`config.mk`:
```
export PLATFORM = sky130hd
export DESIGN_NAME = load_unit
export DESIGN_NICKNAME = d
export VERILOG_FILES = /design/src/verilog/mem_map_pkg.sv /design/src/verilog/riscv_pkg.sv /design/src/verilog/load_unit.sv
export SDC_FILE = /design/constraint.sdc
export NUM_CORES = 1
export LEC_CHECK = 0
export BUFFER_PORTS_ARGS = -buffer_cell sky130_fd_sc_hd__buf_2
export CORE_UTILIZATION = 37
export DETAILED_ROUTE_END_ITERATION = 16
export PLACE_DENSITY = 0.89
export SKIP_LAST_GASP = 1
export SYNTH_ARGS = -nofsm -noshare
export SYNTH_HDL_FRONTEND = slang
export SYNTH_SLANG_ARGS = --single-unit
```
`constraint.sdc`:
```
create_clock -name clk -period 4.1 [get_ports clk]
set_input_delay 0.615 -clock clk [delete_from_list [all_inputs] [get_ports clk]]
set_output_delay 0.615 -clock clk [all_outputs]
set_load 0.03 [all_outputs]
```
`src/verilog/mem_map_pkg.sv`:
```
package mem_map_pkg;

    // Top nibble of the I/O region
    localparam logic [3:0] ADDR_IO = 4'h8;

    // I/O word offsets, addr[5:2]
    localparam logic [3:0] IO_LED     = 4'h0;
    localparam logic [3:0] IO_CYCLE   = 4'h1;
    localparam logic [3:0] IO_INSTRET = 4'h2;
    localparam logic [3:0] IO_CLEAR   = 4'h3;

    // Depth of each RAM in words
    localparam int RAM_WORDS = 1024;
    localparam int RAM_AW    = $clog2(RAM_WORDS);

    typedef enum logic [1:0] {
        SIZE_BYTE = 2'd0,
        SIZE_HALF = 2'd1,
        SIZE_WORD = 2'd2,
        SIZE_NONE = 2'd3
    } size_e;

    // One memory word as byte lanes or half lanes
    typedef union packed {
        logic [3:0][7:0]  bytes;
        logic [1:0][15:0] halves;
    } mem_word_u;

endpackage

```
`src/verilog/riscv_pkg.sv`:
```
package riscv_pkg;

    // Major opcodes, inst[6:2]
    localparam logic [4:0] OPC_LOAD_5      = 5'b00000;
    localparam logic [4:0] OPC_STORE_5     = 5'b01000;
    localparam logic [4:0] OPC_BRANCH_5    = 5'b11000;
    localparam logic [4:0] OPC_ARI_RTYPE_5 = 5'b01100;
    localparam logic [4:0] OPC_ARI_ITYPE_5 = 5'b00100;
    localparam logic [4:0] OPC_JAL_5       = 5'b11011;
    localparam logic [4:0] OPC_JALR_5      = 5'b11001;
    localparam logic [4:0] OPC_LUI_5       = 5'b01101;
    localparam logic [4:0] OPC_AUIPC_5     = 5'b00101;

    // Load funct3
    localparam logic [2:0] FNC_LB  = 3'b000;
    localparam logic [2:0] FNC_LH  = 3'b001;
    localparam logic [2:0] FNC_LW  = 3'b010;
    localparam logic [2:0] FNC_LBU = 3'b100;
    localparam logic [2:0] FNC_LHU = 3'b101;

    // Store funct3
    localparam logic [2:0] FNC_SB = 3'b000;
    localparam logic [2:0] FNC_SH = 3'b001;
    localparam logic [2:0] FNC_SW = 3'b010;

    // Branch funct3
    localparam logic [2:0] FNC_BEQ  = 3'b000;
    localparam logic [2:0] FNC_BNE  = 3'b001;
    localparam logic [2:0] FNC_BLT  = 3'b100;
    localparam logic [2:0] FNC_BGE  = 3'b101;
    localparam logic [2:0] FNC_BLTU = 3'b110;
    localparam logic [2:0] FNC_BGEU = 3'b111;

    // Instruction field positions
    localparam int OPC5_LSB   = 2;
    localparam int OPC5_MSB   = 6;
    localparam int RD_LSB     = 7;
    localparam int RD_MSB     = 11;
    localparam int FUNCT3_LSB = 12;
    localparam int FUNCT3_MSB = 14;
    localparam int RS2_LSB    = 20;
    localparam int RS2_MSB    = 24;

endpackage

```
`src/verilog/load_unit.sv`:
```
`timescale 1ns/1ps

module load_unit (
    input  logic        clk,
    input  logic        reset,
    input  logic [31:0] inst,
    input  logic [31:0] addr,
    input  logic        load_en,
    input  logic [31:0] dmem_rdata,
    input  logic [31:0] io_rdata,
    output logic [31:0] load_data,
    output logic        load_valid
);

    logic [2:0]             funct3_q;
    logic [1:0]             offset_q;
    logic                   io_sel_q;
    mem_map_pkg::mem_word_u word;
    logic [7:0]             sel_byte;
    logic [15:0]            sel_half;

    always_ff @(posedge clk) begin
        if (reset) begin
            load_valid <= 1'b0;
        end else begin
            load_valid <= load_en;
        end
    end

    // Format of the load in flight
    always_ff @(posedge clk) begin
        funct3_q <= inst[riscv_pkg::FUNCT3_MSB:riscv_pkg::FUNCT3_LSB];
        offset_q <= addr[1:0];
        io_sel_q <= (addr[31:28] == mem_map_pkg::ADDR_IO);
    end

    assign word     = io_sel_q ? io_rdata : dmem_rdata;
    assign sel_byte = word.bytes[offset_q];
    assign sel_half = word.halves[offset_q[1]];

    always_comb begin
        case (funct3_q)
            riscv_pkg::FNC_LB:  load_data = {{24{sel_byte[7]}}, sel_byte};
            riscv_pkg::FNC_LH:  load_data = {{16{sel_half[15]}}, sel_half};
            riscv_pkg::FNC_LBU: load_data = {24'd0, sel_byte};
            riscv_pkg::FNC_LHU: load_data = {16'd0, sel_half};
            // LW and anything else passes the word through
            default:            load_data = word;
        endcase
    end

endmodule

```
==> summary.md <==
| Metric | Value |
|---|---|
| Setup TNS | 0 ns |
| Final non-filler cell total | 292 |
| Status | finished clean |
| Worst slew pin tran | around 0.99 ns |
| Cts repair resizes | 0 |
| Drt total wl | approximately 4.4 mm |
| Slew Limit Fails | 0 |
| Register area share after synthesis | 0.100 |
| Fin crit share | 0.738 |
| Initial Utilization | 0.403 |
| Crit path capture | load_data[24] |
| Crit start category | flip-flop |
| Most frequent cells in the layout | 108 x buf_2, 30 x mux2_2, 16 x a21o_1, 14 x a221o_1, 11 x nand2_1 |
| Nets | about 380 |
| H-tree level count | 1 |
| RSZ-0062 raised after global routing | false |
| Post-DP HPWL | 3.51 mm |
| P_leak | 1.02 nW |
| DR iter-0 viols | 79 |
| Rel. slew slack | 0.342 |
| Global-route wire length before repair | between 7 and 8 mm |
| Flop pwr share | 0.200 |
| Die area | slightly above 4000 sq um |
| I/O Buffers | ~110 |
| Placed insts | roughly 290 |
| Grt ovf | 0 |
| CP required | between 3 and 4 ns |
| Post-synthesis instance total | 145 |
| DIE WIDTH | ~63 microns |
| Vias in the first global route | 1611 |
| Largest net degree at the start of global routing | 31 |
| Cell Int Power | ~0.00025 W |
| Number of buffers created by CTS | 3 |
| Type of the worst setup path | flip-flop to output port |
| Hold WS | about 0.5 ns |
| Row cnt | 21 |
| Hold Crit Class | input port to flip-flop |
| Number of fill cells | 339 |
| Gp weighted congestion | around 0.75 |
| Vias | 1665 |
| Fmax | 331 MHz |
| N_diodes | 0 |
| Net Switching | between 0.00015 and 0.0002 W |
| Worst Path Max Fanout | 19 |
| Sink Count | 7 |
| Multi-input logic area | around 1200 sq um |
| Net count after synthesis | between 200 and 300 |
| Root Buffer | clkbuf_8 |
| GRT Util Overall | 0.218 |
| Synth Cell Area | 1400 sq um |
| Setup Viol. Count Final | 0 |
| Post-route ant nets | 0 |
| Clock Pin Slew Worst Setup and Hold Paths | ~0.040 ns |
| Total power | approximately 0.00043 W |
| Most common cell after layout, fill and taps aside | buf_2 |
| Synth unique cells | 27 |
| DRC Markers | 0 |
| FF/Latch Area | about 140 sq um |
| Worst hold stages | 1 |
| Routed len/inst | about 15 microns |
| CTS max path bufs | 2 |
| #FFs+latches synth | 7 |
| Crit path capture type | output port |
| Clk pwr share | 0.217 |
| CTS tree | yes |
| I/O Pins | 164 |
| Synthesized area per cell | just under 10 sq um |
| Die height | 63.4 microns |
| Final hold vios | 0 |
| Final min period | between 3 and 4 ns |
| Post-CTS Hold Fix Bufs | 0 |
| Synth Flop Type | dfxtp_1 |
| Yosys warnings | 0 |
| DR vias/cell | around 5.7 |
| Max rail drop VDD | between 0.2 and 0.3 mV |
| CORE AREA | between 3000 and 4000 sq um |
| Layout cells sized above 1 | 0.650 |
| Area delta synth->final | 42.1% |
| # Max-Cap Violations | 0 |
| Initial antenna violation count | 0 |
| CP arrival | between 2 and 2.5 ns |
| CP startpoint | offset_q[1] |
| TritonRoute pass-1 iters | 4 |
| Post-synth EDFFs | 0 |
| Combinational power share | 0.583 |
| Post-CTS Setup Bufs | 0 |
| P per Cell Area | about 220 nW/um^2 |
| Sw Ratio | 0.416 |
| Async set-or-reset flop fraction in the synthesized netlist | 0 |
Yosys cell counts (all sizes together) (5+ instances only):
| cell type | instances | area [sq um] |
|---|---|---|
| nand2 | 11 | 41.3 |
| clkbuf | 5 | 18.8 |
| inv | 6 | 22.5 |
| buf | 8 | 52.6 |
| o21ai | 7 | 35.0 |
| a21oi | 8 | 40.0 |
| mux4 | 11 | 252 |
| a221o | 14 | 140 |
| dfxtp | 7 | 140 |
| nor2 | 5 | 18.8 |
| mux2 | 30 | 338 |
| a21o | 16 | 120 |
final cells by class:
type / instances / area share
Clock buffer: 4 / 0.0227
Inverter: 7 / 0.0132
Multi-Input combinational cell: 118 / 0.584
Sequential cell: 7 / 0.0712
Tap cell: 46 / 0.0290
Timing Repair Buffer: 110 / 0.280
registers in the layout (all words and copies together) (netlist names):
name,cells
load_valid,1
funct3_q,3
offset_q,2
io_sel_q,1
logic make-up after synthesis:
family,Yosys count,synth area share
simple gates,24,0.0986
compound gates,49,0.269
mux,45,0.462
buf+inv,20,0.0699
flops,7,0.100
how the worst min path moves through the flow:
stage / slack [ns] / start / endpoint
CTS: 0.49 / inst[13] / funct3_q[1]
global placement: 0.72 / inst[13] / funct3_q[1]
global route: 0.48 / inst[12] / funct3_q[0]
detailed placement: 0.72 / inst[13] / funct3_q[1]
floorplan: 0.64 / inst[12] / funct3_q[0]
finish: 0.49 / inst[13] / funct3_q[1]
power by group through the flow:
| stage | logic [W] | registers [W] | clock network (W) |
|---|---|---|---|
| floorplan | 0.000177 | 0.0000769 | 0 |
| global placement | 0.000243 | 0.0000869 | 0 |
| detailed placement | 0.000249 | 0.0000870 | 0 |
| CTS | 0.000250 | 0.0000859 | 0.0000954 |
| global route | 0.000266 | 0.0000871 | 0.000101 |
| finish | 0.000250 | 0.0000858 | 0.0000931 |
layer usage:
layer,global-route usage,share of wire,vias to the layer above
met5,0,0,-
met4,0.0426,0.0079,0
met3,0.0616,0.098,8
met2,0.400,0.51,94
met1,0.249,0.38,781
li1,-,-,782
worst max-delay path: stages (launching register included):
cell,delay [ns]
dfxtp_1,0.83
mux4_2,0.41
mux2i_4,0.08
nor3_4,0.52
a21o_1,0.16
buf_2,0.20
per-stage QoR:
step | setup WS (ns) | util | cell area (sq um)
2_1_floorplan | 1.70 | - | 1400
3_3_place_gp | 1.30 | 0.559 | 1940
3_5_place_dp | 1.30 | 0.559 | 1940
4_1_cts | 1.06 | 0.572 | 1980
5_1_grt | 0.923 | 0.572 | 1980
6_report | 1.08 | 0.572 | 1980
Note: power is estimated with default switching activity, not from simulation.
