$ cat config.mk
export PLATFORM = sky130hd
export DESIGN_NAME = mem_control
export DESIGN_NICKNAME = d
export VERILOG_FILES = /design/src/verilog/mem_map_pkg.sv /design/src/verilog/riscv_pkg.sv /design/src/verilog/mem_control.sv
export SDC_FILE = /design/constraint.sdc
export NUM_CORES = 1
export LEC_CHECK = 0
export BUFFER_PORTS_ARGS = -buffer_cell sky130_fd_sc_hd__buf_2
export CORE_AREA = 10 10 56 58
export DETAILED_ROUTE_END_ITERATION = 8
export DIE_AREA = 0 0 66 68
export PLACE_DENSITY = 0.88
export SKIP_LAST_GASP = 1
export SYNTH_ARGS = -nofsm -noshare
export SYNTH_HDL_FRONTEND = slang
export SYNTH_SLANG_ARGS = --single-unit
export TNS_END_PERCENT = 1
$ cat constraint.sdc
create_clock -name vclk -period 1.25
set_input_delay 0.1875 -clock vclk [all_inputs]
set_output_delay 0.1875 -clock vclk [all_outputs]
set_load 0.01 [all_outputs]
$ cat src/verilog/mem_map_pkg.sv
package mem_map_pkg;

    // Top nibble of the I/O region
    localparam logic [3:0] ADDR_IO = 4'h8;

    // I/O word offsets, addr[5:2]
    localparam logic [3:0] IO_LED     = 4'h0;
    localparam logic [3:0] IO_CYCLE   = 4'h1;
    localparam logic [3:0] IO_INSTRET = 4'h2;
    localparam logic [3:0] IO_CLEAR   = 4'h3;

    // Depth of each RAM in words
    localparam int RAM_WORDS = 1024;
    localparam int RAM_AW    = $clog2(RAM_WORDS);

    typedef enum logic [1:0] {
        SIZE_BYTE = 2'd0,
        SIZE_HALF = 2'd1,
        SIZE_WORD = 2'd2,
        SIZE_NONE = 2'd3
    } size_e;

    // One memory word as byte lanes or half lanes
    typedef union packed {
        logic [3:0][7:0]  bytes;
        logic [1:0][15:0] halves;
    } mem_word_u;

endpackage

$ cat src/verilog/riscv_pkg.sv
package riscv_pkg;

    // Major opcodes, inst[6:2]
    localparam logic [4:0] OPC_LOAD_5      = 5'b00000;
    localparam logic [4:0] OPC_STORE_5     = 5'b01000;
    localparam logic [4:0] OPC_BRANCH_5    = 5'b11000;
    localparam logic [4:0] OPC_ARI_RTYPE_5 = 5'b01100;
    localparam logic [4:0] OPC_ARI_ITYPE_5 = 5'b00100;
    localparam logic [4:0] OPC_JAL_5       = 5'b11011;
    localparam logic [4:0] OPC_JALR_5      = 5'b11001;
    localparam logic [4:0] OPC_LUI_5       = 5'b01101;
    localparam logic [4:0] OPC_AUIPC_5     = 5'b00101;

    // Load funct3
    localparam logic [2:0] FNC_LB  = 3'b000;
    localparam logic [2:0] FNC_LH  = 3'b001;
    localparam logic [2:0] FNC_LW  = 3'b010;
    localparam logic [2:0] FNC_LBU = 3'b100;
    localparam logic [2:0] FNC_LHU = 3'b101;

    // Store funct3
    localparam logic [2:0] FNC_SB = 3'b000;
    localparam logic [2:0] FNC_SH = 3'b001;
    localparam logic [2:0] FNC_SW = 3'b010;

    // Branch funct3
    localparam logic [2:0] FNC_BEQ  = 3'b000;
    localparam logic [2:0] FNC_BNE  = 3'b001;
    localparam logic [2:0] FNC_BLT  = 3'b100;
    localparam logic [2:0] FNC_BGE  = 3'b101;
    localparam logic [2:0] FNC_BLTU = 3'b110;
    localparam logic [2:0] FNC_BGEU = 3'b111;

    // Instruction field positions
    localparam int OPC5_LSB   = 2;
    localparam int OPC5_MSB   = 6;
    localparam int RD_LSB     = 7;
    localparam int RD_MSB     = 11;
    localparam int FUNCT3_LSB = 12;
    localparam int FUNCT3_MSB = 14;
    localparam int RS2_LSB    = 20;
    localparam int RS2_MSB    = 24;

endpackage

$ cat src/verilog/mem_control.sv
`timescale 1ns/1ps

module mem_control (
    input  logic [31:0]        pc,
    input  logic [31:0]        addr,
    input  logic [31:0]        inst,
    input  logic [31:0]        wb_inst,
    output logic               din_sel,
    output logic               br_inst,
    output mem_map_pkg::size_e size,
    output logic               imem_en,
    output logic               dmem_en,
    output logic               io_en,
    output logic               load_en
);

    logic [4:0] opcode5;
    logic [2:0] funct3;
    logic [4:0] rs2;
    logic [4:0] wb_opcode5;
    logic [4:0] wb_rd;
    logic       wb_writes;
    logic       is_io;
    logic       store_en;

    assign opcode5    = inst[riscv_pkg::OPC5_MSB:riscv_pkg::OPC5_LSB];
    assign funct3     = inst[riscv_pkg::FUNCT3_MSB:riscv_pkg::FUNCT3_LSB];
    assign rs2        = inst[riscv_pkg::RS2_MSB:riscv_pkg::RS2_LSB];
    assign wb_opcode5 = wb_inst[riscv_pkg::OPC5_MSB:riscv_pkg::OPC5_LSB];
    assign wb_rd      = wb_inst[riscv_pkg::RD_MSB:riscv_pkg::RD_LSB];

    assign is_io = (addr[31:28] == mem_map_pkg::ADDR_IO);

    always_comb begin
        size    = mem_map_pkg::SIZE_NONE;
        br_inst = 1'b0;
        load_en = 1'b0;
        case (opcode5)
            riscv_pkg::OPC_LOAD_5: begin
                case (funct3)
                    riscv_pkg::FNC_LB, riscv_pkg::FNC_LH, riscv_pkg::FNC_LW,
                    riscv_pkg::FNC_LBU, riscv_pkg::FNC_LHU: load_en = 1'b1;
                    default: ;
                endcase
            end
            riscv_pkg::OPC_STORE_5: begin
                case (funct3)
                    riscv_pkg::FNC_SB: size = mem_map_pkg::SIZE_BYTE;
                    riscv_pkg::FNC_SH: size = mem_map_pkg::SIZE_HALF;
                    riscv_pkg::FNC_SW: size = mem_map_pkg::SIZE_WORD;
                    default: ;
                endcase
            end
            riscv_pkg::OPC_BRANCH_5: begin
                case (funct3)
                    riscv_pkg::FNC_BEQ, riscv_pkg::FNC_BNE, riscv_pkg::FNC_BLT,
                    riscv_pkg::FNC_BGE, riscv_pkg::FNC_BLTU, riscv_pkg::FNC_BGEU: br_inst = 1'b1;
                    default: ;
                endcase
            end
            default: ;
        endcase
    end

    assign store_en = (size != mem_map_pkg::SIZE_NONE);

    // Store routing: I/O region first, then boot region by pc
    assign io_en   = (store_en || load_en) && is_io;
    assign imem_en = store_en && !is_io && pc[30];
    assign dmem_en = !is_io && ((store_en && !pc[30]) || load_en);

    // Opcodes that write rd
    always_comb begin
        case (wb_opcode5)
            riscv_pkg::OPC_LOAD_5, riscv_pkg::OPC_ARI_RTYPE_5, riscv_pkg::OPC_ARI_ITYPE_5,
            riscv_pkg::OPC_JAL_5, riscv_pkg::OPC_JALR_5, riscv_pkg::OPC_LUI_5,
            riscv_pkg::OPC_AUIPC_5: wb_writes = 1'b1;
            default: wb_writes = 1'b0;
        endcase
    end

    assign din_sel = (opcode5 == riscv_pkg::OPC_STORE_5) && wb_writes
                     && (wb_rd != 5'd0) && (wb_rd == rs2);

    // Loads aligned to their size
    always_comb begin
        assert final (!load_en || funct3[1:0] == 2'b00
                      || (funct3[1:0] == 2'b01 && !addr[0])
                      || (funct3[1:0] == 2'b10 && addr[1:0] == 2'b00))
            else $error("misaligned load from 0x%08h", addr);
    end

endmodule

==> impl_metrics.csv, run 1 <==
group,metric,value,unit
floorplan,start_util,0.103,
yosys,yosys_warnings,0,
yosys,syn_area,216,sq um
critical_path,cp.required,1060,ps
timing,layout_min_cycle_time,1350,ps
critical_path,criticalPathCategory,"in2out",
yosys,yosys-top-cells-area,"xnor2_1 (20%), nor2_1 (10%), o21ai_0 (6.9%)",
critical_path,path_cells,"buf_2 > or4_1 > o211ai_1 > nor4_1 > buf_2",
timing,setup_violations,6,
yosys,syn_nets,162,
place,port-buffer-count,36,
drt,initialDrtViolationCount,3,
yosys,syn_inst,34,
grt,grt_usage,0.0443,
drt,viasPerCell,3.91,
floorplan,die_w,66,um
timing,fin_ws,-96.4,ps
cells_and_area,diodes,0,
yosys,synth_top_area_frac,0.202,
status,outcome,"finished, violations left",
floorplan,coreArea,0.00211,sq mm
critical_path,worst_path_most_repeated_cell,"buf_2",
place,dp_hpwl,1090,um
timing,max_slew_margin,0.820,
cells_and_area,finalNonFillerCells,105,
critical_path,cpMaxStageDelayCell,"or4_1",
timing,hold_violations,0,
cells_and_area,final_cell_mix,"buf_2 (36), buf_4 (7), nor2_1 (6)",
grt,grt_pass1_wl,1640,um
cells_and_area,syn2layout_area_growth,127,%
critical_path,cp.arrival,1160,ps
cells_and_area,regArea,0,sq um
job,maxCapViolations,0,
yosys,synthDistinctLibCells,19,
critical_path,slowest_delay,510,ps
hold_path,hp-class,"in2out",
cells_and_area,multi_input_area,223,sq um
critical_path,crit_fanout,2,
drt,route.detailed.drc,0,
floorplan,row_count,17,
timing,rsz0062_at_grt,"yes",
timing,worstMarginPinSlew,270,ps
yosys,synth_top_cell_by_area,"xnor2_1",
cells_and_area,clockBufferCount,0,
clocking,post_cts_buffers,0,
status,violations,"negative setup slack",
floorplan,die_y,68,um
cells_and_area,flops_and_latches,0,
cells_and_area,fillers,245,
critical_path,cp-end-kind,"output pin",
timing,fin_setup_tns,-322,ps
grt,antenna_found_initial,0,
clocking,post_cts_resize_count,1,
cells_and_area,final_common_cell,"buf_2",
yosys,seq_area_frac_synth,0,
critical_path,startpoint_type,"input port",
floorplan,die_area,0.00449,sq mm
power,power.leakage,0.244,nW
floorplan,io_pins,136,
grt,grt_overflow,0,
drt,ant_nets,0,
drt,dr.pass1.iters,4,
clocking,holdBufCountCts,0,
timing,timing.fmax,0.743,GHz
power,vdd_drop_max,0.0809,mV
drt,routed_wl,1120,um
drt,vias,411,
cells_and_area,drive_gt1_frac,0.584,
drt,wl_per_cell,10.7,um
grt,grt_max_degree,7,
cells_and_area,final_nets,207,
yosys,avgSynthCellArea,6.37,sq um
place,dp_cells,105,
timing,finalMaxSlewViolations,0,
power,p_per_area,227,mW/mm^2
place,place.gp.congestion,0.707,
timing,finalCritPeriodShare,1.08,
grt,first_global_vias,407,
-- routing by layer --
metal	up-vias	track usage	routed length [um]
li1	213	-	-
met3	0	0.0326	173
met5	-	0	0
met4	0	0	0
met1	177	0.0376	357
met2	21	0.0870	588
-- synthesized netlist by cell type (2+ instances only) --
master and number:
nand2_1 3, o21ai_0 3, a21oi_1 2, or2_1 2, nor2_1 6, xnor2_1 5
-- where the power goes --
group | leakage (nW) | switching (W) | internal, W | total (W)
logic | 0.244 | 0.0000436 | 0.0000678 | 0.000111
clock network | 0 | 0 | 0 | 0
registers | 0 | 0 | 0 | 0
-- layout make-up --
cell class / instances / area share
Timing Repair Buffer: 43 / 0.474
Multi-Input combinational cell: 34 / 0.454
Tap cell: 28 / 0.0714
-- critical path: cells and delay by family --
family          cells  cell delay (ps)
compound gates      1              170
buf+inv             2              240
simple gates        2              570
-- path summary, 6_finish.rpt --
path	startpoint	end	slack (ps)	cells after the start
setup / recovery	wb_inst[8]	din_sel	-100	5
hold / removal	inst[12]	size[0]	700	3
-- stage by stage --
| step | instance area [sq um] | power, W | hold WS (ps) | utilization | setup WS, ps |
|---|---|---|---|---|---|
| finish | 490 | 0.000111 | 702 | 0.233 | -96.4 |
| global route | 490 | 0.000125 | 717 | 0.233 | -149 |
| CTS | 490 | 0.000113 | 704 | 0.233 | -111 |
| detailed placement | 484 | 0.000111 | 703 | 0.230 | -127 |
| global placement | 484 | 0.000109 | 697 | 0.230 | -128 |
| floorplan | 216 | 0.0000347 | 423 | - | 62.5 |
-- cells by family after synthesis --
group,after synthesis,synth area share
AOI/OAI and AO/OA,7,0.185
and+or+nand+nor,22,0.613
xor gates and xnor gates,5,0.202
(Power assumes the default switching activity.)
==> inputs of run 2 (changes only) <==
--- a/config.mk
+++ b/config.mk
@@ -6,10 +6,10 @@
 export NUM_CORES = 1
 export LEC_CHECK = 0
 export BUFFER_PORTS_ARGS = -buffer_cell sky130_fd_sc_hd__buf_2
-export CORE_AREA = 10 10 56 58
+export CORE_AREA = 10 10 72 50
 export DETAILED_ROUTE_END_ITERATION = 8
-export DIE_AREA = 0 0 66 68
-export PLACE_DENSITY = 0.88
+export DIE_AREA = 0 0 82 60
+export PLACE_DENSITY = 0.84
 export SKIP_LAST_GASP = 1
 export SYNTH_ARGS = -nofsm -noshare
 export SYNTH_HDL_FRONTEND = slang
==> constraint.sdc (replaced) <==
create_clock -name vclk -period 1.2
set_input_delay 0.18 -clock vclk [all_inputs]
set_output_delay 0.18 -clock vclk [all_outputs]
set_load 0.01 [all_outputs]
==> impl_metrics.csv, run 2 (synthesis results as in run 1) <==
group,metric,value,unit
status,outcome,"finished, violations left",
status,violations,"negative setup slack",
cells_and_area,fillers,276,
drt,route.detailed.drc,0,
floorplan,row_count,14,
power,power,0.000124,W
drt,viasPerCell,3.79,
place,dp_cells,108,
drt,top_layer,"met4",
place,place.gp.congestion,0.772,
floorplan,start_util,0.0922,
floorplan,die_area,0.00492,sq mm
critical_path,crit_fanout,3,
cells_and_area,finalInstanceArea,519,sq um
critical_path,cp-end-kind,"output pin",
floorplan,coreArea,0.00235,sq mm
floorplan,die_w,82,um
grt,grt_pass1_wl,1880,um
cells_and_area,fin_util,0.221,
critical_path,startpoint_type,"input port",
grt,antenna_found_initial,0,
timing,fin_ws,-131,ps
drt,ant_nets,0,
cells_and_area,clockBufferCount,0,
timing,worstMarginPinSlew,241,ps
job,maxCapViolations,0,
grt,first_global_vias,427,
drt,initialDrtViolationCount,46,
place,placed_area,482,sq um
timing,max_slew_margin,0.838,
floorplan,die_y,60,um
floorplan,io_pins,136,
place,port-buffer-count,36,
timing,timing.fmax,0.751,GHz
timing,hold_violations,0,
hold_path,hold_depth,3,
critical_path,cp.arrival,1150,ps
drt,wl_met2,798,um
power,vdd_drop_max,0.0438,mV
critical_path,cp.required,1020,ps
cells_and_area,finalNonFillerCells,108,
cells_and_area,final_nets,206,
power,power.leakage,0.250,nW
drt,vias,409,
cells_and_area,flops_and_latches,0,
timing,whs,681,ps
cells_and_area,diodes,0,
cells_and_area,final_cell_mix,"buf_2 (33), nor2_1 (6), buf_4 (6)",
timing,finalCritPeriodShare,1.11,
timing,setup_violations,6,
timing,rsz0062_at_grt,"yes",
cells_and_area,regArea,0,sq um
grt,grt_usage,0.0468,
timing,layout_min_cycle_time,1330,ps
power,p_per_area,239,mW/mm^2
cells_and_area,final_common_cell,"buf_2",
drt,routed_wl,1230,um
drt,wl_per_cell,11.4,um
cells_and_area,drive_gt1_frac,0.579,
timing,finalMaxSlewViolations,0,
cells_and_area,syn2layout_area_growth,140,%
critical_path,criticalPathCategory,"in2out",
hold_path,hp-class,"in2out",
drt,dr.pass1.iters,4,
drt,met1Wirelength,410,um
drt,wl_met3,5,um
grt,grt_max_degree,7,
grt,grt_overflow,0,
-- run 2: worst max-delay path: stages --
cell and delay (ps):
buf_2 90, or4b_1 570, nor2_1 160, buf_2 150
-- run 2: repair_timing --
| action | in CTS | in global routing |
|---|---|---|
| hold buffers | 0 | 0 |
| endpoints found under the setup margin | 7 | 8 |
| gates resized for setup | 2 | 6 |
| pin swaps | 1 | 3 |
| buffers inserted | 0 | 0 |
-- run 2: per-layer routing --
metal	vias up	global-route usage
li1	213	-
met1	186	0.0450
met4	0	0.00725
met5	-	0
met3	2	0
met2	8	0.107
-- run 2: through the flow --
stage / TNS [ps] / setup slack, ps
floorplan: 0 / 27.5
finish: -641 / -131
detailed placement: -778 / -177
CTS: -634 / -140
global placement: -808 / -181
global route: -1010 / -200
-- run 2: final cells by class --
type	instances	area [sq um]	area share
Tap cell	32	40.0	0.0771
Multi-Input combinational cell	34	231	0.446
Timing Repair Buffer	42	248	0.477
-- run 2: path summary, 6_finish.rpt --
check                     from      end
worst max-delay path  addr[29]    io_en
worst min-delay path  inst[12]  size[0]
-- run 2: power breakdown --
group	internal (W)	switching, W
combinational	0.0000752	0.0000490
sequential	0	0
clock	0	0
total	0.0000752	0.0000490
==> inputs of run 3 (changes only) <==
--- a/config.mk
+++ b/config.mk
@@ -14,4 +14,3 @@
 export SYNTH_ARGS = -nofsm -noshare
 export SYNTH_HDL_FRONTEND = slang
 export SYNTH_SLANG_ARGS = --single-unit
-export TNS_END_PERCENT = 1
==> impl_metrics.csv, run 3 (synthesis results as in run 1) <==
group,metric,value,unit
cells_and_area,final_cell_mix,"buf_2 (30), buf_4 (8), xnor2_1 (5)",
critical_path,crit_fanout,2,
drt,wl_per_cell,13.2,um
drt,dr.pass1.iters,3,
floorplan,row_count,14,
power,power_frac_comb,1.000,
critical_path,cp.required,1020,ps
power,power,0.000141,W
timing,hold_violations,0,
grt,grt_usage,0.0529,
cells_and_area,clockBufferCount,0,
floorplan,die_area,0.00492,sq mm
grt,first_global_vias,467,
grt,antenna_found_initial,0,
drt,route.detailed.drc,0,
drt,wl_met3,13,um
place,port-buffer-count,36,
timing,finalCritPeriodShare,1.10,
timing,worstMarginPinSlew,227,ps
floorplan,start_util,0.0922,
cells_and_area,drive_gt1_frac,0.679,
cells_and_area,flops_and_latches,0,
cells_and_area,finalInstanceArea,584,sq um
drt,initialDrtViolationCount,67,
timing,setup_violations,6,
drt,routed_wl,1450,um
power,switching_share,0.400,
cells_and_area,syn2layout_area_growth,170,%
floorplan,die_y,60,um
critical_path,cp.arrival,1140,ps
timing,layout_min_cycle_time,1320,ps
drt,ant_nets,0,
floorplan,io_pins,136,
power,p_seq_frac,0,
grt,grt_max_degree,7,
critical_path,cp-end-kind,"output pin",
cells_and_area,regArea,0,sq um
cells_and_area,fillers,270,
timing,fin_ws,-122,ps
power,p_per_area,241,mW/mm^2
cells_and_area,final_nets,208,
power,vdd_drop_max,0.0441,mV
cells_and_area,diodes,0,
hold_path,hold_depth,3,
place,place.gp.congestion,0.772,
critical_path,startpoint_type,"input port",
floorplan,coreArea,0.00235,sq mm
clocking,holdBufCountCts,0,
status,outcome,"finished, violations left",
drt,vias,414,
timing,rsz0062_at_grt,"yes",
cells_and_area,finalNonFillerCells,110,
status,violations,"negative setup slack",
cells_and_area,final_common_cell,"buf_2",
place,dp_cells,108,
drt,wl_met2,915,um
power,intPower,0.0000843,W
power,power.leakage,0.272,nW
hold_path,hp-class,"in2out",
hold_path,holdPathEnd,"size[0]",
timing,max_slew_margin,0.848,
drt,met1Wirelength,450,um
place,placed_area,482,sq um
timing,finalMaxSlewViolations,0,
timing,timing.fmax,0.757,GHz
power,power.share.clock,0,
drt,top_layer,"met4",
power,p_sw,0.0000563,W
floorplan,die_w,82,um
critical_path,criticalPathCategory,"in2out",
timing,fin_setup_tns,-487,ps
grt,grt_pass1_wl,2080,um
job,maxCapViolations,0,
hold_path,min_from,"inst[12]",
grt,grt_overflow,0,
cells_and_area,multi_input_area,259,sq um
drt,viasPerCell,3.76,
[run 3: cell count changes in the layout (fill, tap and decap cells not counted), moves of 2 or more]
| cell | previous run | this run |
|---|---|---|
| nand2_2 | 0 | 2 |
| buf_4 | 6 | 8 |
| buf_6 | 2 | 4 |
| buf_2 | 33 | 30 |
| nand2_1 | 3 | 1 |
| nor2_1 | 6 | 4 |
[run 3: metrics by stage]
stage          worst slack, ps   util  hold WS (ps)
2_1_floorplan             27.5      -           408
3_3_place_gp              -181  0.205           685
3_5_place_dp              -177  0.205           684
4_1_cts                   -138  0.232           688
5_1_grt                   -201  0.249           710
6_report                  -122  0.249           686
[run 3: worst max-delay path, stage by stage]
cell	delay [ps]
buf_2	100
or4_1	500
o211ai_1	160
nor4_1	60
buf_2	140
[run 3: worst max-delay path by stage]
stage | from | to | slack (ps) | cells past startpoint
6_report | wb_inst[8] | din_sel | -120 | 5
4_1_cts | wb_inst[8] | din_sel | -140 | 5
3_5_place_dp | inst[4] | din_sel | -180 | 6
5_1_grt | inst[4] | size[1] | -200 | 5
2_1_floorplan | inst[4] | din_sel | 30 | 3
3_3_place_gp | inst[4] | din_sel | -180 | 6
[run 3: timing repair]
| item | CTS | global route |
|---|---|---|
| pin swaps | 8 | 6 |
| setup buffers | 2 | 0 |
| endpoints found under the setup margin | 7 | 8 |
| gates resized for setup | 11 | 10 |
[run 3: power by group through the flow]
stage / clock network, W / registers, W / logic [W]
6_report: 0 / 0 / 0.000141
5_1_grt: 0 / 0 / 0.000156
4_1_cts: 0 / 0 / 0.000131
3_5_place_dp: 0 / 0 / 0.000114
3_3_place_gp: 0 / 0 / 0.000112
2_1_floorplan: 0 / 0 / 0.0000362
[run 3: metal layers]
layer,global-route usage,up-vias
li1,-,218
met1,0.0450,184
met2,0.124,8
met3,0.00150,4
met4,0.0169,0
met5,0,-
[run 3: layout make-up]
class                           count  area share
Tap cell                           32      0.0685
Multi-Input combinational cell     34       0.443
Timing Repair Buffer               44       0.488
