--- config.mk ---
export PLATFORM = sky130hd
export DESIGN_NAME = io_regs_flat
export DESIGN_NICKNAME = d
export VERILOG_FILES = /design/src/verilog/mem_map_pkg.sv /design/src/verilog/mem_port_if.sv /design/src/verilog/io_regs.sv /design/src/flat_wrapper.sv
export SDC_FILE = /design/constraint.sdc
export NUM_CORES = 1
export LEC_CHECK = 0
export BUFFER_PORTS_ARGS = -buffer_cell sky130_fd_sc_hd__buf_2
export CAP_MARGIN = 25
export CORE_ASPECT_RATIO = 1.2
export CORE_UTILIZATION = 55
export CTS_CLUSTER_SIZE = 25
export DETAILED_ROUTE_END_ITERATION = 10
export MAX_ROUTING_LAYER = met4
export PLACE_DENSITY = 0.8
export SYNTH_ARGS = -nofsm -noshare
export SYNTH_HDL_FRONTEND = slang
export SYNTH_SLANG_ARGS = --single-unit
--- constraint.sdc ---
create_clock -name clk -period 2.22 [get_ports clk]
set_input_delay 0.333 -clock clk [delete_from_list [all_inputs] [get_ports clk]]
set_output_delay 0.333 -clock clk [all_outputs]
set_load 0.005 [all_outputs]
--- src/verilog/mem_map_pkg.sv ---
package mem_map_pkg;

    // Top nibble of the I/O region
    localparam logic [3:0] ADDR_IO = 4'h8;

    // I/O word offsets, addr[5:2]
    localparam logic [3:0] IO_LED     = 4'h0;
    localparam logic [3:0] IO_CYCLE   = 4'h1;
    localparam logic [3:0] IO_INSTRET = 4'h2;
    localparam logic [3:0] IO_CLEAR   = 4'h3;

    // Depth of each RAM in words
    localparam int RAM_WORDS = 1024;
    localparam int RAM_AW    = $clog2(RAM_WORDS);

    typedef enum logic [1:0] {
        SIZE_BYTE = 2'd0,
        SIZE_HALF = 2'd1,
        SIZE_WORD = 2'd2,
        SIZE_NONE = 2'd3
    } size_e;

    // One memory word as byte lanes or half lanes
    typedef union packed {
        logic [3:0][7:0]  bytes;
        logic [1:0][15:0] halves;
    } mem_word_u;

endpackage

--- src/verilog/mem_port_if.sv ---
`timescale 1ns/1ps

interface mem_port_if;

    logic                           en;
    logic                           we;
    logic [mem_map_pkg::RAM_AW-1:0] addr;
    logic [3:0]                     wmask;
    logic [31:0]                    wdata;
    // Valid the cycle after en
    logic [31:0]                    rdata;

    modport host (
        output en, we, addr, wmask, wdata,
        input  rdata
    );

    modport target (
        input  en, we, addr, wmask, wdata,
        output rdata
    );

endinterface

--- src/verilog/io_regs.sv ---
`timescale 1ns/1ps

module io_regs (
    input  logic        clk,
    input  logic        reset,
    input  logic        retire,
    mem_port_if.target  port,
    output logic [31:0] led
);

    logic [31:0] cycle_cnt;
    logic [31:0] instret_cnt;
    logic [3:0]  offset;
    logic        wr;

    assign offset = port.addr[3:0];
    assign wr     = port.en && port.we;

    always_ff @(posedge clk) begin
        if (reset) begin
            cycle_cnt   <= '0;
            instret_cnt <= '0;
        end else if (wr && offset == mem_map_pkg::IO_CLEAR) begin
            cycle_cnt   <= '0;
            instret_cnt <= '0;
        end else begin
            cycle_cnt <= cycle_cnt + 32'd1;
            if (retire) begin
                instret_cnt <= instret_cnt + 32'd1;
            end
        end
    end

    // LED register, byte lanes under wmask
    always_ff @(posedge clk) begin
        if (reset) begin
            led <= '0;
        end else if (wr && offset == mem_map_pkg::IO_LED) begin
            for (int i = 0; i < 4; i++) begin
                if (port.wmask[i]) begin
                    led[8*i +: 8] <= port.wdata[8*i +: 8];
                end
            end
        end
    end

    always_ff @(posedge clk) begin
        if (reset) begin
            port.rdata <= '0;
        end else if (port.en) begin
            case (offset)
                mem_map_pkg::IO_LED:     port.rdata <= led;
                mem_map_pkg::IO_CYCLE:   port.rdata <= cycle_cnt;
                mem_map_pkg::IO_INSTRET: port.rdata <= instret_cnt;
                default:                 port.rdata <= '0;
            endcase
        end
    end

endmodule

--- src/flat_wrapper.sv ---
// flat-port wrapper written by rule: the top's interface ports become plain ports
module io_regs_flat 
  (clk, reset, retire, led, port_en, port_we, port_addr, port_wmask, port_wdata, port_rdata);
  mem_port_if port_i ();
  input  logic clk;
  input  logic reset;
  input  logic retire;
  output logic [31:0] led;
  input wire logic [$bits(port_i.en)-1:0] port_en;
  input wire logic [$bits(port_i.we)-1:0] port_we;
  input wire logic [$bits(port_i.addr)-1:0] port_addr;
  input wire logic [$bits(port_i.wmask)-1:0] port_wmask;
  input wire logic [$bits(port_i.wdata)-1:0] port_wdata;
  output wire logic [$bits(port_i.rdata)-1:0] port_rdata;
  assign port_i.en = port_en;
  assign port_i.we = port_we;
  assign port_i.addr = port_addr;
  assign port_i.wmask = port_wmask;
  assign port_i.wdata = port_wdata;
  assign port_rdata = port_i.rdata;
  io_regs u_core (.clk(clk), .reset(reset), .retire(retire), .port(port_i), .led(led));
endmodule
==> results of run 1 <==
==> layout make-up <==
class | count | area share
inverter | 12 | 0.00655
multi-input combinational | 422 | 0.410
sequential | 128 | 0.373
tap | 123 | 0.0224
timing repair buffer | 132 | 0.107
clock buffer | 23 | 0.0725
clock inverter | 6 | 0.00838
==> critical path, delay by kind of cell (launching register included) <==
family             cells  cell delay, ps
and+or+nand+nor        3            1450
DFF                    1             440
AOI/OAI and AO/OA      1             170
==> cell usage in the layout (no fill, tap or decap), types with 20 or more instances in the layout <==
cell type  count
dfxtp_1      127
a21oi_1       40
o31ai_1       21
or4_1         24
nand3_1       21
nor2_1        89
buf_2        108
a2bb2oi_1     32
nand2_1       20
mux2i_1       35
a222oi_1      32
buf_4         23
==> what timing repair did <==
item                                    4_1_cts  5_1_grt
gates resized for setup                       1        5
buffers inserted                              0        1
endpoints found under the setup margin        2       15
pin swaps                                     1        3
cloned                                        1        0
==> through the flow <==
stage	cells	hold slack [ps]	power [µW]	cell area, µm²	utilization
finish	846	144	5110	6870	0.711
global route	846	152	5270	6870	0.711
CTS	845	142	5130	6860	0.710
detailed placement	815	469	2550	6290	0.651
global placement	815	458	2550	6290	0.651
floorplan	607	437	2460	5570	-
==> worst max path at each step <==
| stage | startpoint | end | slack (ps) | cells after the start |
|---|---|---|---|---|
| global placement | u_core.cycle_cnt[0] | u_core.cycle_cnt[26] | 140 | 6 |
| detailed placement | u_core.instret_cnt[1] | u_core.instret_cnt[28] | 20 | 5 |
| floorplan | u_core.instret_cnt[0] | u_core.instret_cnt[26] | 240 | 6 |
| finish | u_core.instret_cnt[19] | u_core.instret_cnt[28] | 80 | 4 |
| CTS | u_core.instret_cnt[1] | u_core.instret_cnt[28] | 3 | 5 |
| global route | u_core.instret_cnt[19] | u_core.instret_cnt[30] | 20 | 4 |
==> power by group through the flow <==
stage	logic, µW	clock network (µW)	registers [µW]
floorplan	95.2	0	2370
global placement	177	0	2370
detailed placement	184	0	2370
CTS	186	2620	2320
global route	202	2740	2320
finish	187	2610	2320
==> layer usage <==
metal,up-vias,wire length (µm),GRT usage,share of wire
met4,0,393,0.152,0.026
met3,40,900,0.0691,0.059
met1,2566,6140,0.354,0.40
met2,213,7760,0.513,0.51
met5,-,0,-,0
li1,2513,-,-,-
==> sequential cells by signal, indices dropped and copies added, names as in the netlist <==
register            flops
u_core.cycle_cnt       32
u_core.led             32
u_core.instret_cnt     32
u_core.port.rdata      32
==> cells by family (layout without fill, tap and decap cells) <==
logic type | after synthesis | in the layout | synth area share
xor gates and xnor gates | 20 | 20 | 0.0314
and+or+nand+nor | 221 | 222 | 0.210
muxes | 35 | 35 | 0.0629
adders and majority gates | 2 | 2 | 0.00449
DFF | 128 | 128 | 0.460
buffers and inverters | 58 | 173 | 0.0413
AOI/OAI and AO/OA | 143 | 143 | 0.190
==> results.tsv, run 1 <==
metric	value	unit
top cells by area, synth	dfxtp_1, mux2i_1, nor2_1	
switching pwr	1070	µW
area delta synth->final	23.3	%
Seq/Total Area, Yosys	0.460	
Row Count	39	
FF+latch count, synth	128	
FFs w/ async S/R, synth	0	
Critical Path AT	2490	ps
CP Cell Sequence	nand4_1 > or4_1 > or4_1 > a21oi_1	
syn_area_per_cell	9.18	µm²
starting density of the core	0.577	
sequential share of power	0.454	
Final Hold Violating Endpoints	0	
Seq. cell area	0.00256	mm²
Post-route DRC	0	
CTS root buffer	clkbuf_16	
Pwr Density	744	mW/mm²
flop-to-flop setup slack	80	ps
Clock Latency Late Sink	420	ps
Max Fanout on Critical Path	11	
gpl congestion	0.900	
CTS Hold Bufs	0	
Synth top area share	0.460	
Synth warnings	0	
RSZ-0062 raised after global routing	no	
worst hold path type	input pin to register	
Antenna Cells	0	
first-pass GRT wire length	24.9	mm
leading area contributor after synthesis	dfxtp_1	
clock buffer depth	2	
Syn Std Cell Area	0.00557	mm²
Crit Path Category	register to register	
reg2reg path depth	4	
Antenna Nets Post-Route	0	
port bufs	108	
DRT Pass-1 Iters	6	
CTS H-tree lvls	4	
core area	0.00966	mm²
Vias per Instance	6.30	
Largest stage delay, worst path	720	ps
Post-Syn Nets	660	
total track usage	0.311	
status	complete, no violations	
Setup WS pre-CTS	17.9	ps
# fillers	731	
DR vias	5332	
layout cell share with drive strength beyond 1	0.241	
Nets	766	
most frequent cells after synthesis	dfxtp_1, nor2_1, a21oi_1	
Final WS setup	76.2	ps
final WL	15.2	mm
origin of the critical flop-to-flop path	u_core.instret_cnt[19]	
Sw Share	0.210	
Worst-path clk slew	50	ps
I/O pins	115	
P_leak	0.00282	µW
CTS tree	yes	
actual slew at the worst max-slew pin	574	ps
pin count of the biggest net entering global routing	38	
Netlist cell types	36	
VDD IR max	0.000553	V
Setup Skew	7.35	ps
clock group share of total power	0.509	
post-route minimum period	2140	ps
total negative slack	0	ps
startpoint type of the worst setup path	register	
global route overflow	0	
Slew headroom	0.616	
Post-Synthesis Cells	607	
crit end category	register	
Die Area	0.0105	mm²
Num CTS Buffers	17	
per-cell routed wire length	18.0	µm
Worst Hold Depth	3	
Die W	93.9	µm
combinational cell fraction of total power	0.036	
Critical Path Slowest Stage Cell	or4_1	
Reg2Reg Capture Point	u_core.instret_cnt[28]	
most common cell in the netlist	dfxtp_1	
WHS Endpoint	u_core.led[21]	
Top FF cell, synth	dfxtp_1	
CTS Sinks	128	
CP dominant cell by count	or4_1	
Setup violations, final	0	
Final Max Slew Viols	0	
max_cap viols	0	
initial drt markers	441	
Int Power	4040	µW
Tcrit/Tclk final	0.966	
hold path startpoint	port_wdata[21]	
Post-synth EDFFs	0	
hpwl dp	9.96	mm
die height	112	µm
multi-input logic area	0.00282	mm²
worst path required time	2560	ps
vias in the first global route	5204	
FMAX	466	MHz
initial antenna violation count	0	
(Power assumes the default switching activity.)
==> run 2: changes to the inputs <==
--- a/config.mk
+++ b/config.mk
@@ -5,10 +5,11 @@
 export SDC_FILE = /design/constraint.sdc
 export NUM_CORES = 1
 export LEC_CHECK = 0
+export ABC_AREA = 1
 export BUFFER_PORTS_ARGS = -buffer_cell sky130_fd_sc_hd__buf_2
 export CAP_MARGIN = 25
 export CORE_ASPECT_RATIO = 1.2
-export CORE_UTILIZATION = 55
+export CORE_UTILIZATION = 56
 export CTS_CLUSTER_SIZE = 25
 export DETAILED_ROUTE_END_ITERATION = 10
 export MAX_ROUTING_LAYER = met4
==> run 2 against run 1 <==
Effect of this change:
- clock skew fell by 1.4 ps
- total power rose by 8.7%
- routed wire length rose by 19%
- critical path depth rose by 5
- register-to-register slack improved by 420 ps
- synthesized area rose by 13%
- sequential power barely moved
- first-iteration DRC count rose by 14%
- sequential cell count did not move
- largest power group unchanged
- highest routed layer unchanged
==> results.tsv, run 2 <==
metric	value	unit
status	complete, no violations	
core area	0.0110	mm²
final WL	18.1	mm
Slew headroom	0.712	
Synth top area share	0.406	
Clock Latency Late Sink	410	ps
RSZ-0062 raised after global routing	no	
Syn Std Cell Area	0.00632	mm²
Seq/Total Area, Yosys	0.406	
syn_area_per_cell	6.63	µm²
layout cell share with drive strength beyond 1	0.194	
largest family of logic cells by synthesized area	simple AND/OR/NAND/NOR gates	
max_cap viols	0	
startpoint type of the worst setup path	register	
worst hold path type	input pin to register	
combinational cell fraction of total power	0.036	
clock group share of total power	0.546	
CP Cell Sequence	nand3_1 > inv_1 > nand2_2 > nor2_2 > inv_2 > nor2_4 > nand3_1 > nand2_1 > nor2_1	
FF+latch count, synth	128	
most common cell in the netlist	nand2_1	
die height	118	µm
multiplexer area fraction after synthesis	0	
Post-synth EDFFs	0	
Antenna Cells	0	
leading area contributor after synthesis	dfxtp_1	
Synth Area in Compound Gates	0.0956	
actual slew at the worst max-slew pin	432	ps
FMAX	580	MHz
port bufs	108	
Max Fanout on Critical Path	6	
CP dominant cell by count	nand3_1	
DR vias	6490	
# Post-CTS Setup Buffers	0	
Setup Skew	5.94	ps
Pwr Density	731	mW/mm²
area delta synth->final	20.5	%
critical path launch point	u_core.cycle_cnt[0]	
Final Max Slew Viols	0	
final core occ	0.693	
CTS tree	yes	
Sw Share	0.205	
CTS Hold Bufs	0	
dpl cells	1173	
Die W	99.0	µm
VDD IR max	0.000448	V
sequential share of power	0.418	
Tcrit/Tclk final	0.777	
Post-Synthesis Cells	953	
Post-CTS Resized	0	
Row Count	42	
Largest stage delay, worst path	380	ps
Critical Path AT	2030	ps
Final Hold Violating Endpoints	0	
most frequent cells after synthesis	nand2_1, nor2_1, dfxtp_1	
Post-Synth Simple-Gate Area	0.414	
commonest non-fill, non-tap cell in the layout	nand2_1	
starting density of the core	0.575	
crit end category	register	
Synth warnings	0	
clock buffer depth	2	
I/O pins	115	
worst path required time	2530	ps
CTS root buffer	clkbuf_16	
initial antenna violation count	0	
P_leak	0.00305	µW
Num CTS Buffers	17	
Die Area	0.0117	mm²
per-cell routed wire length	15.0	µm
switching pwr	1140	µW
initial drt markers	502	
Int Power	4420	µW
Critical Path Slowest Stage Cell	dfxtp_1	
total negative slack	0	ps
most frequent cells in the layout	nand2_1, nor2_1, dfxtp_1	
Nets	1113	
Netlist cell types	36	
post-route minimum period	1720	ps
Pwr Total	5560	µW
Final WS setup	496	ps
Worst-path clk slew	50	ps
DRT Pass-1 Iters	5	
Setup WS pre-CTS	547	ps
Post-Syn Nets	1006	
Setup violations, final	0	
CTS H-tree lvls	4	
hold path startpoint	port_wdata[0]	
Synth Area in XOR/XNOR	0.0166	
top cells by area, synth	dfxtp_1, nand2_1, nor2_1	
Adder-Cell Fraction of Synth Area	0.00396	
vias in the first global route	5862	
hpwl dp	13.4	mm
Finished Layout Cells	1204	
Top FF cell, synth	dfxtp_1	
Crit Path Category	register to register	
gpl congestion	0.957	
first-pass GRT wire length	28.8	mm
global route overflow	0	
pin count of the biggest net entering global routing	33	
Post-route DRC	0	
CTS Sinks	128	
FFs w/ async S/R, synth	0	
origin of the critical flop-to-flop path	u_core.cycle_cnt[0]	
Antenna Nets Post-Route	0	
total track usage	0.327	
Vias per Instance	5.39	
[run 2: layout make-up]
| class | instances | area (µm²) |
|---|---|---|
| fill | 980 | 3370 |
| multi-input combinational | 724 | 3350 |
| sequential | 128 | 2560 |
| timing repair buffer | 117 | 621 |
| clock buffer | 21 | 460 |
| inverter | 72 | 270 |
| clock inverter | 10 | 184 |
| tap | 132 | 165 |
[run 2: final timing paths]
kind	cells past startpoint	slack, ps	to
worst max register to register	9	500	u_core.cycle_cnt[21]
worst min register to register	2	460	u_core.port.rdata[8]
worst max-delay path	9	500	u_core.cycle_cnt[21]
worst min-delay path	3	170	u_core.led[0]
[run 2: worst max-delay path: cells and delay by family (launching register included)]
| kind | cells | cell delay (ps) |
|---|---|---|
| AND/OR/NAND/NOR | 7 | 930 |
| flip-flops | 1 | 380 |
| buffers and inverters | 2 | 300 |
[run 2: power by group through the flow]
stage / Combinational, µW / Clock [µW] / Sequential, µW
after global placement: 194 / 0 / 2370
after detailed placement: 198 / 0 / 2370
after CTS: 199 / 3060 / 2330
after floorplan: 115 / 0 / 2370
final: 199 / 3040 / 2330
after global routing: 218 / 3170 / 2330
[run 2: cell families after synthesis]
group / after synthesis
buf+inv: 101
compound gates: 118
flops: 128
fa+ha+maj: 2
xor+xnor: 12
simple gates: 592
[run 2: routing by layer]
layer,part of all wire,up-vias,GRT usage,routed length (µm)
met5,0,-,-,0
met3,0.053,54,0.0532,955
met2,0.50,245,0.545,8970
li1,-,3240,-,-
met1,0.41,2951,0.377,7370
met4,0.044,0,0.171,801
[run 2: through the flow]
stage / instance area (µm²) / hold slack (ps)
after floorplan: 6320 / 430
after global placement: 6970 / 448
after detailed placement: 6970 / 451
after CTS: 7610 / 157
after global routing: 7610 / 172
final: 7610 / 167
==> run 3: changes to the inputs <==
==> constraint.sdc (replaced) <==
create_clock -name clk -period 1.7 [get_ports clk]
set_input_delay 0.255 -clock clk [delete_from_list [all_inputs] [get_ports clk]]
set_output_delay 0.255 -clock clk [all_outputs]
set_load 0.005 [all_outputs]
==> run 3 against run 2 <==
Effect of this change:
- critical path depth shrank 1
- worst hold slack lost 86 ps
- global-route usage grew 1.2 points
- die area is the same
- fmax grew 9.7%
- first-iteration DRC count shrank 20%
- via count grew 2.0%
- sequential power grew 30%
- total power grew 29%
- count of clock-buffer cells in the layout shrank 2
- clock skew grew 1.3 ps
- worst setup slack lost 370 ps
- largest cell class unchanged
==> results.tsv, run 3 (synthesized netlist as in run 2, its figures left out) <==
metric	value	unit
Pwr Density	930	mW/mm²
hpwl dp	13.5	mm
first-pass GRT wire length	29.9	mm
total track usage	0.340	
CTS H-tree lvls	4	
Final Hold Violating Endpoints	0	
Final Max Slew Viols	0	
flop-to-flop setup slack	130	ps
starting density of the core	0.575	
startpoint type of the worst setup path	register	
Post-route DRC	0	
CTS Hold Bufs	0	
crit end category	register	
final WL	18.6	mm
Worst-path clk slew	60	ps
most frequent cells in the layout	nand2_1, nor2_1, dfxtp_1	
Crit Path Category	register to register	
Antenna Cells	0	
max_cap viols	0	
P_leak	0.00311	µW
Tcrit/Tclk final	0.925	
port bufs	108	
FMAX	636	MHz
Finished Layout Cells	1213	
RSZ-0062 raised after global routing	no	
I/O pins	115	
global route overflow	0	
layout cell share with drive strength beyond 1	0.204	
Die Area	0.0117	mm²
worst path required time	2050	ps
initial antenna violation count	0	
total negative slack	0	ps
CTS Sinks	128	
CTS tree	yes	
post-route minimum period	1570	ps
core area	0.0110	mm²
CTS root buffer	clkbuf_16	
clock buffer depth	2	
pin count of the biggest net entering global routing	34	
worst hold path type	input pin to register	
Max Fanout on Critical Path	4	
DRT Pass-1 Iters	5	
actual slew at the worst max-slew pin	397	ps
Row Count	42	
Slew headroom	0.735	
Setup violations, final	0	
# fillers	928	
gpl congestion	0.932	
status	complete, no violations	
area delta synth->final	21.9	%
die height	118	µm
Critical Path AT	1920	ps
Clock Latency Late Sink	420	ps
per-cell routed wire length	15.3	µm
Antenna Nets Post-Route	0	
commonest non-fill, non-tap cell in the layout	nand2_1	
vias in the first global route	6080	
DR vias	6620	
dpl cells	1181	
Vias per Instance	5.46	
Num CTS Buffers	17	
Setup Skew	7.25	ps
VDD IR max	0.000843	V
Die W	99.0	µm
Nets	1121	
initial drt markers	402	
run 3: worst max-delay path: stages (launching register included):
cell,delay [ps]
dfxtp_1,380
ha_1,190
nand2_1,70
inv_1,150
buf_4,150
nand2_1,110
nor2_1,210
nand3b_1,100
a21oi_1,140
run 3: where the power goes:
part / total (µW) / switching, µW / leakage (µW) / internal [µW]
Combinational: 272 / 174 / 0.00177 / 98.1
Sequential: 3040 / 18.2 / 0.00103 / 3020
Clock: 3850 / 1440 / 0.000302 / 2410
run 3: area by class of cell:
class                           count  area (µm²)  area share
Timing Repair Buffer              125         718      0.0933
Clock inverter                     13         175      0.0227
Clock buffer                       19         453      0.0588
Tap cell                          132         165      0.0214
Multi-Input combinational cell    724        3360       0.436
Inverter                           72         270      0.0351
Sequential cell                   128        2560       0.333
run 3: path summary, 6_finish.rpt:
path              depth (start not counted)                  from              endpoint
setup reg to reg                          8   u_core.cycle_cnt[0]  u_core.cycle_cnt[28]
setup / recovery                          8   u_core.cycle_cnt[0]  u_core.cycle_cnt[28]
hold reg to reg                           2  u_core.port.rdata[9]  u_core.port.rdata[9]
hold / removal                            3         port_wdata[0]         u_core.led[0]
run 3: routing by layer:
| layer | vias to the layer above | track usage | routed length, µm |
|---|---|---|---|
| li1 | 3263 | - | - |
| met4 | 0 | 0.194 | 960 |
| met5 | - | - | 0 |
| met3 | 61 | 0.0639 | 1210 |
| met2 | 267 | 0.549 | 9080 |
| met1 | 3029 | 0.394 | 7350 |
run 3: per-stage QoR:
| stage | utilization | hold slack (ps) | setup slack (ps) | instance area [µm²] | power (µW) |
|---|---|---|---|---|---|
| 2_1_floorplan | - | 395 | 366 | 6320 | 3250 |
| 3_3_place_gp | 0.643 | 443 | 147 | 7070 | 3360 |
| 3_5_place_dp | 0.643 | 452 | 111 | 7070 | 3370 |
| 4_1_cts | 0.701 | 74.5 | 106 | 7690 | 7170 |
| 5_1_grt | 0.701 | 82.6 | 8.37 | 7700 | 7340 |
| 6_report | 0.701 | 81.0 | 128 | 7700 | 7160 |
run 3: timing repair:
item                       in CTS  in global routing
buffers inserted                0                  0
gates resized for setup         0                  2
setup endpoints to repair       0                  5
